<file path="src/hdl/ccu_defines.svh">
`ifndef CCU_DEFINES_SVH
`define CCU_DEFINES_SVH

// Byte address width on the memory side
`define CCU_ADDR_WIDTH 32

// One cache line, moved as two APB beats
`define CCU_LINE_WIDTH 64

// Byte offset inside a line, the rest of the address is the line address
`define CCU_OFFSET_WIDTH 3

// Victim queue entries, must stay a power of two
`define CCU_VQ_DEPTH 4

// APB data bus width
`define CCU_APB_DATA_WIDTH 32

`endif

</file>
<file path="src/hdl/ccu_pkg.sv">
`include "ccu_defines.svh"

package ccu_pkg;

    // Victim queue entry occupancy
    typedef enum logic {
        INVALID = 1'b0,
        VALID   = 1'b1
    } vq_entry_state_t;

    // APB master phases
    typedef enum logic [1:0] {
        IDLE   = 2'b00,
        SETUP  = 2'b01,
        ACCESS = 2'b10
    } arb_state_t;

    // Request opcode, becomes PWRITE on the bus
    typedef enum logic {
        MEM_OP_READ  = 1'b0,
        MEM_OP_WRITE = 1'b1
    } mem_op_t;

endpackage

</file>
<file path="src/hdl/ccu_arb.sv">
`timescale 1ns/1ns
`include "ccu_defines.svh"

module ccu_arb (
    input  logic                                            clk,
    input  logic                                            i_reset,
    input  logic                                            i_vq_req,
    input  ccu_pkg::mem_op_t                                i_vq_op,
    input  logic [`CCU_ADDR_WIDTH-1:`CCU_OFFSET_WIDTH]      i_vq_addr,
    input  logic [`CCU_LINE_WIDTH-1:0]                      i_vq_wdata,
    output logic                                            o_vq_done,
    input  logic                                            i_fill_req,
    input  ccu_pkg::mem_op_t                                i_fill_op,
    input  logic [`CCU_ADDR_WIDTH-1:`CCU_OFFSET_WIDTH]      i_fill_addr,
    output logic                                            o_fill_done,
    output logic [`CCU_LINE_WIDTH-1:0]                      o_fill_rdata,
    output logic                                            o_psel,
    output logic                                            o_penable,
    output logic                                            o_pwrite,
    output logic [`CCU_ADDR_WIDTH-1:0]                      o_paddr,
    output logic [`CCU_APB_DATA_WIDTH-1:0]                  o_pwdata,
    input  logic [`CCU_APB_DATA_WIDTH-1:0]                  i_prdata,
    input  logic                                            i_pready
);

    ccu_pkg::arb_state_t state_r;
    ccu_pkg::arb_state_t state_next;
    logic beat_r;
    logic last_r;
    logic owner_r;
    logic grant_fill;
    logic line_done;

    ccu_pkg::mem_op_t op_r;
    logic [`CCU_ADDR_WIDTH-1:`CCU_OFFSET_WIDTH] addr_r;
    logic [`CCU_LINE_WIDTH-1:0] wdata_r;
    logic [`CCU_APB_DATA_WIDTH-1:0] rdata_lo_r;

    // Fill wins if alone, or on a tie when the queue was served last
    assign grant_fill = i_fill_req && (!i_vq_req || !last_r);
    assign line_done  = (state_r == ccu_pkg::ACCESS) && i_pready && beat_r;

    always_comb begin
        state_next = state_r;
        case (state_r)
            ccu_pkg::IDLE:   state_next = (i_vq_req || i_fill_req) ? ccu_pkg::SETUP : state_r;
            ccu_pkg::SETUP:  state_next = ccu_pkg::ACCESS;
            ccu_pkg::ACCESS: begin
                if (i_pready) begin
                    state_next = beat_r ? ccu_pkg::IDLE : ccu_pkg::SETUP;
                end
            end
            default:         state_next = ccu_pkg::IDLE;
        endcase
    end

    always_ff @(posedge clk) begin
        if (i_reset) begin
            state_r <= ccu_pkg::IDLE;
            beat_r  <= 1'b0;
            last_r  <= 1'b1;
        end else begin
            state_r <= state_next;
            if (state_r == ccu_pkg::IDLE) begin
                beat_r <= 1'b0;
            end else if ((state_r == ccu_pkg::ACCESS) && i_pready) begin
                beat_r <= !beat_r;
            end
            if (line_done) begin
                last_r <= owner_r;
            end
        end
    end

    // Latch the winning request for the whole two-beat transfer
    always_ff @(posedge clk) begin
        if ((state_r == ccu_pkg::IDLE) && (i_vq_req || i_fill_req)) begin
            owner_r <= grant_fill;
            op_r    <= grant_fill ? i_fill_op : i_vq_op;
            addr_r  <= grant_fill ? i_fill_addr : i_vq_addr;
            wdata_r <= i_vq_wdata;
        end
        if ((state_r == ccu_pkg::ACCESS) && i_pready && !beat_r) begin
            rdata_lo_r <= i_prdata;
        end
    end

    // Beat 1 sits one word above the line base
    assign o_psel    = (state_r != ccu_pkg::IDLE);
    assign o_penable = (state_r == ccu_pkg::ACCESS);
    assign o_pwrite  = (op_r == ccu_pkg::MEM_OP_WRITE);
    assign o_paddr   = {addr_r, beat_r, {(`CCU_OFFSET_WIDTH-1){1'b0}}};
    assign o_pwdata  = beat_r ? wdata_r[`CCU_LINE_WIDTH-1:`CCU_APB_DATA_WIDTH]
                              : wdata_r[`CCU_APB_DATA_WIDTH-1:0];

    assign o_vq_done    = line_done && !owner_r;
    assign o_fill_done  = line_done && owner_r;
    assign o_fill_rdata = {i_prdata, rdata_lo_r};

endmodule

</file>
<file path="src/hdl/ccu_fill.sv">
`timescale 1ns/1ns
`include "ccu_defines.svh"

module ccu_fill (
    input  logic                                            clk,
    input  logic                                            i_reset,
    input  logic                                            i_miss_en,
    input  logic [`CCU_ADDR_WIDTH-1:`CCU_OFFSET_WIDTH]      i_miss_addr,
    input  logic                                            i_vq_hit,
    input  logic [`CCU_LINE_WIDTH-1:0]                      i_vq_data,
    input  logic                                            i_done,
    input  logic [`CCU_LINE_WIDTH-1:0]                      i_rdata,
    output logic [`CCU_ADDR_WIDTH-1:`CCU_OFFSET_WIDTH]      o_lookup_addr,
    output logic                                            o_miss_busy,
    output logic                                            o_req,
    output ccu_pkg::mem_op_t                                o_req_op,
    output logic [`CCU_ADDR_WIDTH-1:`CCU_OFFSET_WIDTH]      o_req_addr,
    output logic                                            o_fill_valid,
    output logic [`CCU_ADDR_WIDTH-1:`CCU_OFFSET_WIDTH]      o_fill_addr,
    output logic [`CCU_LINE_WIDTH-1:0]                      o_fill_data
);

    logic busy_r;
    logic fill_valid_r;
    logic miss_accept;
    logic [`CCU_ADDR_WIDTH-1:`CCU_OFFSET_WIDTH] addr_r;
    logic [`CCU_LINE_WIDTH-1:0] data_r;

    // Queue lookup runs on the incoming miss in the same cycle
    assign o_lookup_addr = i_miss_addr;
    assign miss_accept   = i_miss_en && !busy_r;

    always_ff @(posedge clk) begin
        if (i_reset) begin
            busy_r       <= 1'b0;
            fill_valid_r <= 1'b0;
        end else begin
            fill_valid_r <= (miss_accept && i_vq_hit) || (busy_r && i_done);
            if (miss_accept && !i_vq_hit) begin
                busy_r <= 1'b1;
            end else if (i_done) begin
                busy_r <= 1'b0;
            end
        end
    end

    // Line address is held for the read and reported with the fill
    always_ff @(posedge clk) begin
        if (miss_accept) begin
            addr_r <= i_miss_addr;
        end
        if (miss_accept && i_vq_hit) begin
            data_r <= i_vq_data;
        end else if (busy_r && i_done) begin
            data_r <= i_rdata;
        end
    end

    assign o_miss_busy  = busy_r;
    assign o_req        = busy_r;
    assign o_req_op     = ccu_pkg::MEM_OP_READ;
    assign o_req_addr   = addr_r;
    assign o_fill_valid = fill_valid_r;
    assign o_fill_addr  = addr_r;
    assign o_fill_data  = data_r;

endmodule

</file>
<file path="src/hdl/ccu_top.sv">
`timescale 1ns/1ns
`include "ccu_defines.svh"

module ccu_top (
    input  logic                                            clk,
    input  logic                                            i_reset,
    input  logic                                            i_victim_en,
    input  logic [`CCU_ADDR_WIDTH-1:`CCU_OFFSET_WIDTH]      i_victim_addr,
    input  logic [`CCU_LINE_WIDTH-1:0]                      i_victim_data,
    output logic                                            o_vq_full,
    input  logic                                            i_miss_en,
    input  logic [`CCU_ADDR_WIDTH-1:`CCU_OFFSET_WIDTH]      i_miss_addr,
    output logic                                            o_miss_busy,
    output logic                                            o_fill_valid,
    output logic [`CCU_ADDR_WIDTH-1:`CCU_OFFSET_WIDTH]      o_fill_addr,
    output logic [`CCU_LINE_WIDTH-1:0]                      o_fill_data,
    output logic                                            o_psel,
    output logic                                            o_penable,
    output logic                                            o_pwrite,
    output logic [`CCU_ADDR_WIDTH-1:0]                      o_paddr,
    output logic [`CCU_APB_DATA_WIDTH-1:0]                  o_pwdata,
    input  logic [`CCU_APB_DATA_WIDTH-1:0]                  i_prdata,
    input  logic                                            i_pready
);

    logic lookup_hit;
    logic [`CCU_LINE_WIDTH-1:0] lookup_data;
    logic [`CCU_ADDR_WIDTH-1:`CCU_OFFSET_WIDTH] lookup_addr;

    // Victim queue request to the arbiter
    logic vq_req;
    logic vq_done;
    ccu_pkg::mem_op_t vq_req_op;
    logic [`CCU_ADDR_WIDTH-1:`CCU_OFFSET_WIDTH] vq_req_addr;
    logic [`CCU_LINE_WIDTH-1:0] vq_req_wdata;

    // Fill request to the arbiter
    logic fill_req;
    logic fill_done;
    ccu_pkg::mem_op_t fill_req_op;
    logic [`CCU_ADDR_WIDTH-1:`CCU_OFFSET_WIDTH] fill_req_addr;
    logic [`CCU_LINE_WIDTH-1:0] fill_rdata;

    ccu_vq vq_i (
        .clk           (clk),
        .i_reset       (i_reset),
        .i_alloc_en    (i_victim_en),
        .i_alloc_addr  (i_victim_addr),
        .i_alloc_data  (i_victim_data),
        .i_lookup_addr (lookup_addr),
        .i_done        (vq_done),
        .o_full        (o_vq_full),
        .o_lookup_hit  (lookup_hit),
        .o_lookup_data (lookup_data),
        .o_req         (vq_req),
        .o_req_op      (vq_req_op),
        .o_req_addr    (vq_req_addr),
        .o_req_wdata   (vq_req_wdata)
    );

    ccu_fill fill_i (
        .clk           (clk),
        .i_reset       (i_reset),
        .i_miss_en     (i_miss_en),
        .i_miss_addr   (i_miss_addr),
        .i_vq_hit      (lookup_hit),
        .i_vq_data     (lookup_data),
        .i_done        (fill_done),
        .i_rdata       (fill_rdata),
        .o_lookup_addr (lookup_addr),
        .o_miss_busy   (o_miss_busy),
        .o_req         (fill_req),
        .o_req_op      (fill_req_op),
        .o_req_addr    (fill_req_addr),
        .o_fill_valid  (o_fill_valid),
        .o_fill_addr   (o_fill_addr),
        .o_fill_data   (o_fill_data)
    );

    ccu_arb arb_i (
        .clk          (clk),
        .i_reset      (i_reset),
        .i_vq_req     (vq_req),
        .i_vq_op      (vq_req_op),
        .i_vq_addr    (vq_req_addr),
        .i_vq_wdata   (vq_req_wdata),
        .o_vq_done    (vq_done),
        .i_fill_req   (fill_req),
        .i_fill_op    (fill_req_op),
        .i_fill_addr  (fill_req_addr),
        .o_fill_done  (fill_done),
        .o_fill_rdata (fill_rdata),
        .o_psel       (o_psel),
        .o_penable    (o_penable),
        .o_pwrite     (o_pwrite),
        .o_paddr      (o_paddr),
        .o_pwdata     (o_pwdata),
        .i_prdata     (i_prdata),
        .i_pready     (i_pready)
    );

endmodule

</file>
<file path="src/hdl/ccu_vq.sv">
`timescale 1ns/1ns
`include "ccu_defines.svh"

module ccu_vq (
    input  logic                                            clk,
    input  logic                                            i_reset,
    input  logic                                            i_alloc_en,
    input  logic [`CCU_ADDR_WIDTH-1:`CCU_OFFSET_WIDTH]      i_alloc_addr,
    input  logic [`CCU_LINE_WIDTH-1:0]                      i_alloc_data,
    input  logic [`CCU_ADDR_WIDTH-1:`CCU_OFFSET_WIDTH]      i_lookup_addr,
    input  logic                                            i_done,
    output logic                                            o_full,
    output logic                                            o_lookup_hit,
    output logic [`CCU_LINE_WIDTH-1:0]                      o_lookup_data,
    output logic                                            o_req,
    output ccu_pkg::mem_op_t                                o_req_op,
    output logic [`CCU_ADDR_WIDTH-1:`CCU_OFFSET_WIDTH]      o_req_addr,
    output logic [`CCU_LINE_WIDTH-1:0]                      o_req_wdata
);

    localparam int IDX_W = $clog2(`CCU_VQ_DEPTH);

    logic [IDX_W-1:0] head_r;
    logic [IDX_W-1:0] tail_r;
    logic alloc_ok;

    logic [`CCU_VQ_DEPTH-1:0] entry_valid;
    logic [`CCU_VQ_DEPTH-1:0] entry_hit;
    logic [`CCU_ADDR_WIDTH-1:`CCU_OFFSET_WIDTH] entry_addr [`CCU_VQ_DEPTH];
    logic [`CCU_LINE_WIDTH-1:0] entry_data [`CCU_VQ_DEPTH];

    // Entries free up in allocation order, so a valid tail means no room
    assign o_full   = entry_valid[tail_r];
    assign alloc_ok = i_alloc_en && !o_full;

    always_ff @(posedge clk) begin
        if (i_reset) begin
            head_r <= '0;
            tail_r <= '0;
        end else begin
            if (alloc_ok) begin
                tail_r <= tail_r + 1'b1;
            end
            if (i_done) begin
                head_r <= head_r + 1'b1;
            end
        end
    end

    for (genvar i = 0; i < `CCU_VQ_DEPTH; i++) begin : g_entry
        ccu_vq_entry entry_i (
            .clk           (clk),
            .i_reset       (i_reset),
            .i_alloc_en    (alloc_ok && (tail_r == IDX_W'(i))),
            .i_alloc_addr  (i_alloc_addr),
            .i_alloc_data  (i_alloc_data),
            .i_wb_done     (i_done && (head_r == IDX_W'(i))),
            .i_lookup_addr (i_lookup_addr),
            .o_valid       (entry_valid[i]),
            .o_addr        (entry_addr[i]),
            .o_data        (entry_data[i]),
            .o_lookup_hit  (entry_hit[i])
        );
    end

    // Scan oldest to newest so the latest victim of a line wins
    always_comb begin : lookup_reduce
        logic [IDX_W-1:0] idx;
        o_lookup_hit  = 1'b0;
        o_lookup_data = '0;
        for (int i = 0; i < `CCU_VQ_DEPTH; i++) begin
            idx = head_r + IDX_W'(i);
            if (entry_hit[idx]) begin
                o_lookup_hit  = 1'b1;
                o_lookup_data = entry_data[idx];
            end
        end
    end

    // Head entry is the write-back candidate
    assign o_req       = entry_valid[head_r];
    assign o_req_op    = ccu_pkg::MEM_OP_WRITE;
    assign o_req_addr  = entry_addr[head_r];
    assign o_req_wdata = entry_data[head_r];

endmodule

</file>
<file path="src/hdl/ccu_vq_entry.sv">
`timescale 1ns/1ns
`include "ccu_defines.svh"

module ccu_vq_entry (
    input  logic                                            clk,
    input  logic                                            i_reset,
    input  logic                                            i_alloc_en,
    input  logic [`CCU_ADDR_WIDTH-1:`CCU_OFFSET_WIDTH]      i_alloc_addr,
    input  logic [`CCU_LINE_WIDTH-1:0]                      i_alloc_data,
    input  logic                                            i_wb_done,
    input  logic [`CCU_ADDR_WIDTH-1:`CCU_OFFSET_WIDTH]      i_lookup_addr,
    output logic                                            o_valid,
    output logic [`CCU_ADDR_WIDTH-1:`CCU_OFFSET_WIDTH]      o_addr,
    output logic [`CCU_LINE_WIDTH-1:0]                      o_data,
    output logic                                            o_lookup_hit
);

    ccu_pkg::vq_entry_state_t state_r;
    ccu_pkg::vq_entry_state_t state_next;
    logic [`CCU_ADDR_WIDTH-1:`CCU_OFFSET_WIDTH] addr_r;
    logic [`CCU_LINE_WIDTH-1:0] data_r;

    // Filled on allocation, emptied once the line is written back
    always_comb begin
        state_next = state_r;
        case (state_r)
            ccu_pkg::INVALID: state_next = i_alloc_en ? ccu_pkg::VALID : state_r;
            ccu_pkg::VALID:   state_next = i_wb_done ? ccu_pkg::INVALID : state_r;
            default:          state_next = ccu_pkg::INVALID;
        endcase
    end

    always_ff @(posedge clk) begin
        if (i_reset) begin
            state_r <= ccu_pkg::INVALID;
        end else begin
            state_r <= state_next;
        end
    end

    always_ff @(posedge clk) begin
        if (i_alloc_en) begin
            addr_r <= i_alloc_addr;
            data_r <= i_alloc_data;
        end
    end

    assign o_valid      = (state_r == ccu_pkg::VALID);
    assign o_addr       = addr_r;
    assign o_data       = data_r;
    assign o_lookup_hit = o_valid && (addr_r == i_lookup_addr);

endmodule

</file>
<file path="config.mk">
export PLATFORM = sky130hd
export DESIGN_NAME = ccu_top
export DESIGN_NICKNAME = d
export VERILOG_FILES = /design/src/hdl/ccu_pkg.sv /design/src/hdl/ccu_arb.sv /design/src/hdl/ccu_fill.sv /design/src/hdl/ccu_top.sv /design/src/hdl/ccu_vq.sv /design/src/hdl/ccu_vq_entry.sv
export VERILOG_INCLUDE_DIRS = /design/src /design/src/hdl
export SDC_FILE = /design/constraint.sdc
export NUM_CORES = 1
export LEC_CHECK = 0
export BUFFER_PORTS_ARGS = -buffer_cell sky130_fd_sc_hd__buf_2
export CAP_MARGIN = 20
export CORE_UTILIZATION = 55
export DETAILED_ROUTE_END_ITERATION = 10
export GPL_TIMING_DRIVEN = 1
export PLACE_DENSITY_LB_ADDON = 0.25
export REMOVE_ABC_BUFFERS = 1
export SETUP_SLACK_MARGIN = 0.05
export SLEW_MARGIN = 0
export SYNTH_ARGS = -nofsm -noshare
export SYNTH_HDL_FRONTEND = slang
export SYNTH_SLANG_ARGS = --single-unit
</file>
<file path="constraint.sdc">
create_clock -name clk -period 13.6 [get_ports clk]
set_input_delay 1.36 -clock clk [delete_from_list [all_inputs] [get_ports clk]]
set_output_delay 1.36 -clock clk [all_outputs]
set_load 0.01 [all_outputs]
</file>
==> results of run 1 <==
[final timing paths]
path	endpoint	slack, ps
max reg2reg	fill_i.o_fill_data[54]	8070
min	arb_i.last_r	520
min reg2reg	arb_i.last_r	520
max	fill_i.o_fill_data[54]	8070
[cell usage in the layout, fill, tap and decap left out, types with 20 or more instances in the layout]
| cell | count |
|---|---|
| nor4_1 | 40 |
| clkbuf_16 | 69 |
| edfxtp_1 | 592 |
| a31oi_1 | 20 |
| inv_1 | 36 |
| mux2i_1 | 130 |
| nor2_1 | 251 |
| o21a_1 | 20 |
| a211oi_1 | 64 |
| nor3_1 | 52 |
| buf_4 | 31 |
| a311o_1 | 20 |
| mux2_2 | 193 |
| o31ai_2 | 20 |
| mux4_2 | 31 |
| xor2_1 | 80 |
| a31o_1 | 33 |
| a21oi_1 | 158 |
| nand2_1 | 69 |
| buf_2 | 319 |
| o2bb2ai_1 | 36 |
| nand4_1 | 22 |
| xnor2_1 | 35 |
| o21ai_1 | 35 |
[worst max-delay path, stage by stage (launching register included)]
cell	delay, ps
dfxtp_4	1020
inv_1	370
ha_4	520
inv_2	100
buf_4	710
o2bb2ai_4	170
buf_4	820
o221a_4	330
buf_4	800
a21oi_1	210
o31ai_2	220
[stage by stage]
step	hold slack (ps)	util	total power [uW]	TNS, ps	setup WS (ps)
CTS	517	0.632	4450	0	8190
detailed placement	505	0.597	2820	0	8190
floorplan	431	-	2610	-358800	-4940
global placement	474	0.597	2800	0	8350
global route	544	0.633	4570	0	7880
finish	516	0.633	4430	0	8070
[layout make-up]
class / count / area share
Clock buffer: 78 / 0.0505
Antenna cell: 11 / 0.000789
Timing Repair Buffer: 352 / 0.0538
Clock inverter: 37 / 0.00513
Inverter: 37 / 0.00398
Sequential cell: 606 / 0.518
Tap cell: 748 / 0.0268
Multi-Input combinational cell: 1556 / 0.341
[synthesized netlist by cell type (14+ instances only)]
cell type	instances
nor3_1	53
a31o_2	15
a311o_1	20
nand2_1	70
o31ai_2	20
o21a_1	20
buf_1	24
and2_1	18
nor4_1	41
dfxtp_1	14
edfxtp_1	592
a22oi_1	17
o21ai_1	36
xor2_1	80
o22ai_1	16
a211o_1	16
a311oi_1	18
a31o_1	33
o21ai_0	17
mux4_2	31
xnor2_1	35
clkbuf_1	127
mux2_2	193
buf_2	21
a211oi_1	64
mux2i_1	131
a31oi_1	20
nor2_1	255
inv_1	37
o2bb2ai_1	37
o211ai_1	15
a221oi_1	15
a21oi_1	158
nand4_1	22
[flip-flops by register name, summed over array words and instances, names as in the netlist]
signal	flops
vq_i.tail_r	2
fill_i.o_fill_addr	29
arb_i.addr_r	29
vq_i.g_entry.entry_i.o_data	256
arb_i.o_pwrite	1
fill_i.o_miss_busy	1
fill_i.o_fill_valid	1
vq_i.g_entry.entry_i.o_valid	4
vq_i.g_entry.entry_i.o_addr	116
arb_i.last_r	1
arb_i.wdata_r	64
arb_i.owner_r	1
arb_i.beat_r	1
arb_i.state_r	2
arb_i.rdata_lo_r	32
vq_i.head_r	2
fill_i.o_fill_data	64
[layer usage]
metal	vias up	wire, um
li1	9783	-
met1	11100	35100
met2	1286	43200
met3	267	8950
met4	18	3290
met5	-	119
[kinds of logic (layout without fill, tap and decap cells)]
logic type / after synthesis / in the layout
muxes: 355 / 355
buffers and inverters: 217 / 504
AOI/OAI and AO/OA: 568 / 568
other: 1 / 13
xor gates and xnor gates: 116 / 116
and+or+nand+nor: 507 / 507
adders and majority gates: 8 / 8
DFF: 606 / 606
[power breakdown]
part / internal (uW) / switching (uW)
clock: 922 / 723
sequential: 2240 / 63.4
combinational: 170 / 318
total: 3330 / 1100
==> metrics, run 1 <==
status=completed; Syn. warnings=0; GRT Overall Usage=0.314; Max FO, Critical Path=75; Core Region=0.0551 sq mm; most used routing layer=met2; Slew Viols, Final=0; cells on worst reg2reg path=10; Starting Density=0.557; Worst setup EP type=flop; Post-Syn Area=0.0307 sq mm; layout cells sized above 1=0.275; Worst-path clk slew=60 ps; relative slew slack=0.243; HP Start=arb_i.last_r; CTS Hold Bufs=0; actual slew at the worst max-slew pin=1140 ps; Vias/cell=6.55; largest family of logic cells by synthesized area=multiplexers; total wire length=90700 um; multi-input logic area=0.0119 sq mm; Synth Area in Compound Gates=0.132; RSZ-0062 raised after global routing=no; grt met1 use=0.408; DRT antenna net count=0; die width=238 um; Post-Synth XOR/XNOR Area=0.0333; Pre-antenna DRT Iters=7; first-pass GRT wire length=133000 um; Distinct cells, synth=71; Max Cap Violations=0; Critical path origin=vq_i.head_r[1]; fin nets=2786; met2 Use GR=0.507; WL/cell=26.5 um; DR vias=22.4k; Worst Path Required=14030 ps; clk sinks=606; critical setup path kind=reg -> reg; dominant synthesized flop cell=edfxtp_1; post-synthesis adder-cell area fraction=0.00326; clock skew=15.1 ps; GRT overflow=0; VDD IR max=0.105 mV; htree depth=3; Seq cells post-synth=606; die area=0.0568 sq mm; post-synthesis sequential area ratio=0.588; # fillers=4184; Layout area overhead=13.6%; PD cells=127 mW/mm^2; post-synth top area cell=edfxtp_1; post-CTS resize count=0; Post-synth EDFFs=592; Worst-Skew Late Latency=600 ps; largest net degree at the start of global routing=99; starting DRC count in detailed routing=2362; Period minus WS final=5530 ps; Leak=0.0116 uW; die height=238 um; top cell type's share of synthesized area=0.579; hold crit path type=reg -> reg; CTS tree=done; Num CTS Buffers=66; Finished Layout Cells=3425; Synth Instances=2378; input/output buffers=319; post-route cell area=0.0349 sq mm; # setup viols final=0; # DRC=0; DP HPWL=55400 um; Clock Path Buffers=3; Worst Path Arrival=5960 ps; post-synthesis mux area share=0.136; Synth async-reset ratio=0; CP Launch Type=flop; Reg-to-Reg Start=vq_i.head_r[1]; Placed Instances=3298; fin crit share=0.407; vias in the first global route=22.0k; final hold violations=0; GPL Wtd Cong=0.879; GR Util met3=0.0634; sequential cell area=0.0181 sq mm; Synth area leaders=edfxtp_1, mux2_2, mux2i_1; Root Buffer=clkbuf_16; simple-gate share of the synthesized area=0.0770; Syn Area/Cell=12.9 sq um; Max Clock Freq=181 MHz; row cnt=86; Placed Instance Area=0.0329 sq mm; number of post-CTS setup repair buffers=0; initial antenna violation count=15; WHS Path Cells=2; I/O pin count=322
No activity file was read; power rests on OpenSTA's default activity.
==> inputs of run 2 (changes only) <==
--- a/config.mk
+++ b/config.mk
@@ -8,7 +8,7 @@
 export LEC_CHECK = 0
 export BUFFER_PORTS_ARGS = -buffer_cell sky130_fd_sc_hd__buf_2
 export CAP_MARGIN = 20
-export CORE_UTILIZATION = 55
+export CORE_UTILIZATION = 54
 export DETAILED_ROUTE_END_ITERATION = 10
 export GPL_TIMING_DRIVEN = 1
 export PLACE_DENSITY_LB_ADDON = 0.25
==> constraint.sdc (replaced) <==
create_clock -name clk -period 4.7 [get_ports clk]
set_input_delay 0.47 -clock clk [delete_from_list [all_inputs] [get_ports clk]]
set_output_delay 0.47 -clock clk [all_outputs]
set_load 0.01 [all_outputs]
==> run 2 against run 1 <==
  * Worst setup slack lost 7400 ps
  * Largest cell class unchanged
  * Combinational power grew to 3.0 times the previous value
  * Global-route usage shrank 0.23 points
  * Sequential power grew to 2.9 times the previous value
  * Clock skew grew 2.8 ps
  * Count of clock-buffer cells in the layout grew 9
  * First-iteration DRC count shrank 8.0%
  * Register-to-register slack lost 7400 ps
  * Sequential cell count is the same
  * Largest power group unchanged
==> metrics, run 2 (synthesized netlist as in run 1, its figures left out) <==
status=completed; first-pass GRT wire length=133000 um; Worst Path Required=4990 ps; PD cells=369 mW/mm^2; fin crit share=0.848; commonest non-fill, non-tap cells in the layout=edfxtp_1, buf_2, nor2_1; GPL Wtd Cong=0.880; Worst setup EP type=flop; Placed Instance Area=0.0331 sq mm; Slew Viols, Final=0; Pre-antenna DRT Iters=8; VDD IR max=0.318 mV; input/output buffers=319; starting DRC count in detailed routing=2172; final hold violations=0; relative slew slack=0.218; Leak=0.0117 uW; Core Region=0.0563 sq mm; Hold Slack=67.2 ps; initial antenna violation count=16; # DRC=0; die width=240 um; Worst-path clk slew=60 ps; Comb power frac=0.111; part of the power in the clock network=0.376; GRT Overall Usage=0.311; die height=240 um; clk sinks=606; max reg flops=256; vias in the first global route=22.3k; DRT antenna net count=0; utilization after layout=0.624; HP Start=i_prdata[10]; Seq pwr share=0.513; row cnt=87; WL/cell=26.3 um; Period minus WS final=3990 ps; Root Buffer=clkbuf_16; wire length on met2=43100 um; Starting Density=0.546; cells on worst reg2reg path=8; met1 wire length=35000 um; hold crit path type=in -> reg; post-route cell area=0.0351 sq mm; RSZ-0062 raised after global routing=no; total wire length=90500 um; fin nets=2801; Max Cap Violations=0; Max Clock Freq=251 MHz; Int Pwr=9780 uW; Crit path largest cell delay=990 ps; htree depth=3; GRT overflow=0; final worst setup slack=715 ps; Worst-Skew Late Latency=600 ps; DR vias=22.4k; die area=0.0578 sq mm; post-CTS resize count=0; switching part of the total=0.246; critical setup path kind=reg -> reg; final setup TNS=0 ps; crit path cell chain=xor2_1 > nor4_1 > nand4_1 > nor4_2 > nor3_1 > a21oi_1 > or2_2 > o31ai_1; reg2reg end=fill_i.o_fill_data[1]; Reg-to-Reg Start=vq_i.g_entry[3].entry_i.o_addr[14]; largest net degree at the start of global routing=213; clock skew=17.9 ps; actual slew at the worst max-slew pin=1170 ps; Vias/cell=6.50; number of post-CTS setup repair buffers=0; # setup viols final=0; Layout area overhead=14.4%; top layer reached by signal wires=met5; CTS tree=done; Slowest cell on crit path=or2_2; I/O pin count=322; Worst Path Arrival=4280 ps; NetSw=3190 uW; CP Launch Type=flop; layout cells sized above 1=0.278; most common cell after layout, fill and taps aside=edfxtp_1; Num CTS Buffers=66; Setup WS pre-CTS=650 ps; WL met3=8730 um; Clock Path Buffers=3; WHS Path Cells=1; reg-to-reg setup timing slack=710 ps; DP HPWL=56100 um; Hold Path End=arb_i.rdata_lo_r[10]; Max FO, Critical Path=28; CTS Hold Bufs=0
==> run 2: cell count changes in the layout (fill, tap and decap cells not counted) <==
cell       change
buf_4          +9
clkinv_2       -9
clkbuf_1       +8
clkinv_1       -8
buf_12         +6
diode_2        -5
clkinv_8       +3
bufinv_16      +2
clkbuf_8       +2
clkbuf_16      -1
==> run 2: worst max path at each step <==
stage,startpoint,end,slack [ps],cells past startpoint
final,vq_i.g_entry[3].entry_i.o_addr[14],fill_i.o_fill_data[1],710,8
after global routing,vq_i.head_r[0],fill_i.o_fill_data[6],530,8
after CTS,vq_i.g_entry[3].entry_i.o_addr[14],fill_i.o_fill_data[13],830,8
after detailed placement,i_miss_addr[20],fill_i.o_fill_data[13],650,9
after global placement,i_miss_addr[20],fill_i.o_fill_data[13],810,9
after floorplan,vq_i.head_r[0],fill_i.o_fill_data[4],-13840,7
==> run 2: power by group through the flow <==
stage	Clock, uW	Combinational, uW	Sequential (uW)
after global placement	0	1380	6740
final	4880	1440	6650
after detailed placement	0	1410	6760
after global routing	5140	1540	6690
after floorplan	0	764	6790
after CTS	4950	1420	6650
==> run 2: worst max-delay path: cells and delay by family, from the launching register on <==
kind	cells	cell delay [ps]
AO/OA/AOI/OAI	2	630
flip-flops	1	460
XOR/XNOR	1	200
AND/OR/NAND/NOR	5	2360
==> run 2: through the flow <==
| stage | cells | power, uW |
|---|---|---|
| after detailed placement | 3321 | 8170 |
| after CTS | 3433 | 13000 |
| after floorplan | 2199 | 7550 |
| after global placement | 3321 | 8120 |
| after global routing | 3438 | 13400 |
| final | 3440 | 13000 |
==> run 2: metal layers <==
metal / vias up / global-route usage
met3: 282 / 0.0696
met1: 11000 / 0.398
li1: 9800 / -
met2: 1284 / 0.506
met5: - / 0
met4: 18 / 0.139
==> run 2: final cells by class <==
class | count | area [sq um]
diodes | 6 | 15.0
clock buffers | 87 | 1790
clock inverters | 25 | 213
fillers | 4244 | 21100
inverters | 37 | 139
multi-input cells | 1556 | 11900
flip-flops and latches | 606 | 18100
well taps | 756 | 946
repair buffers | 367 | 2060
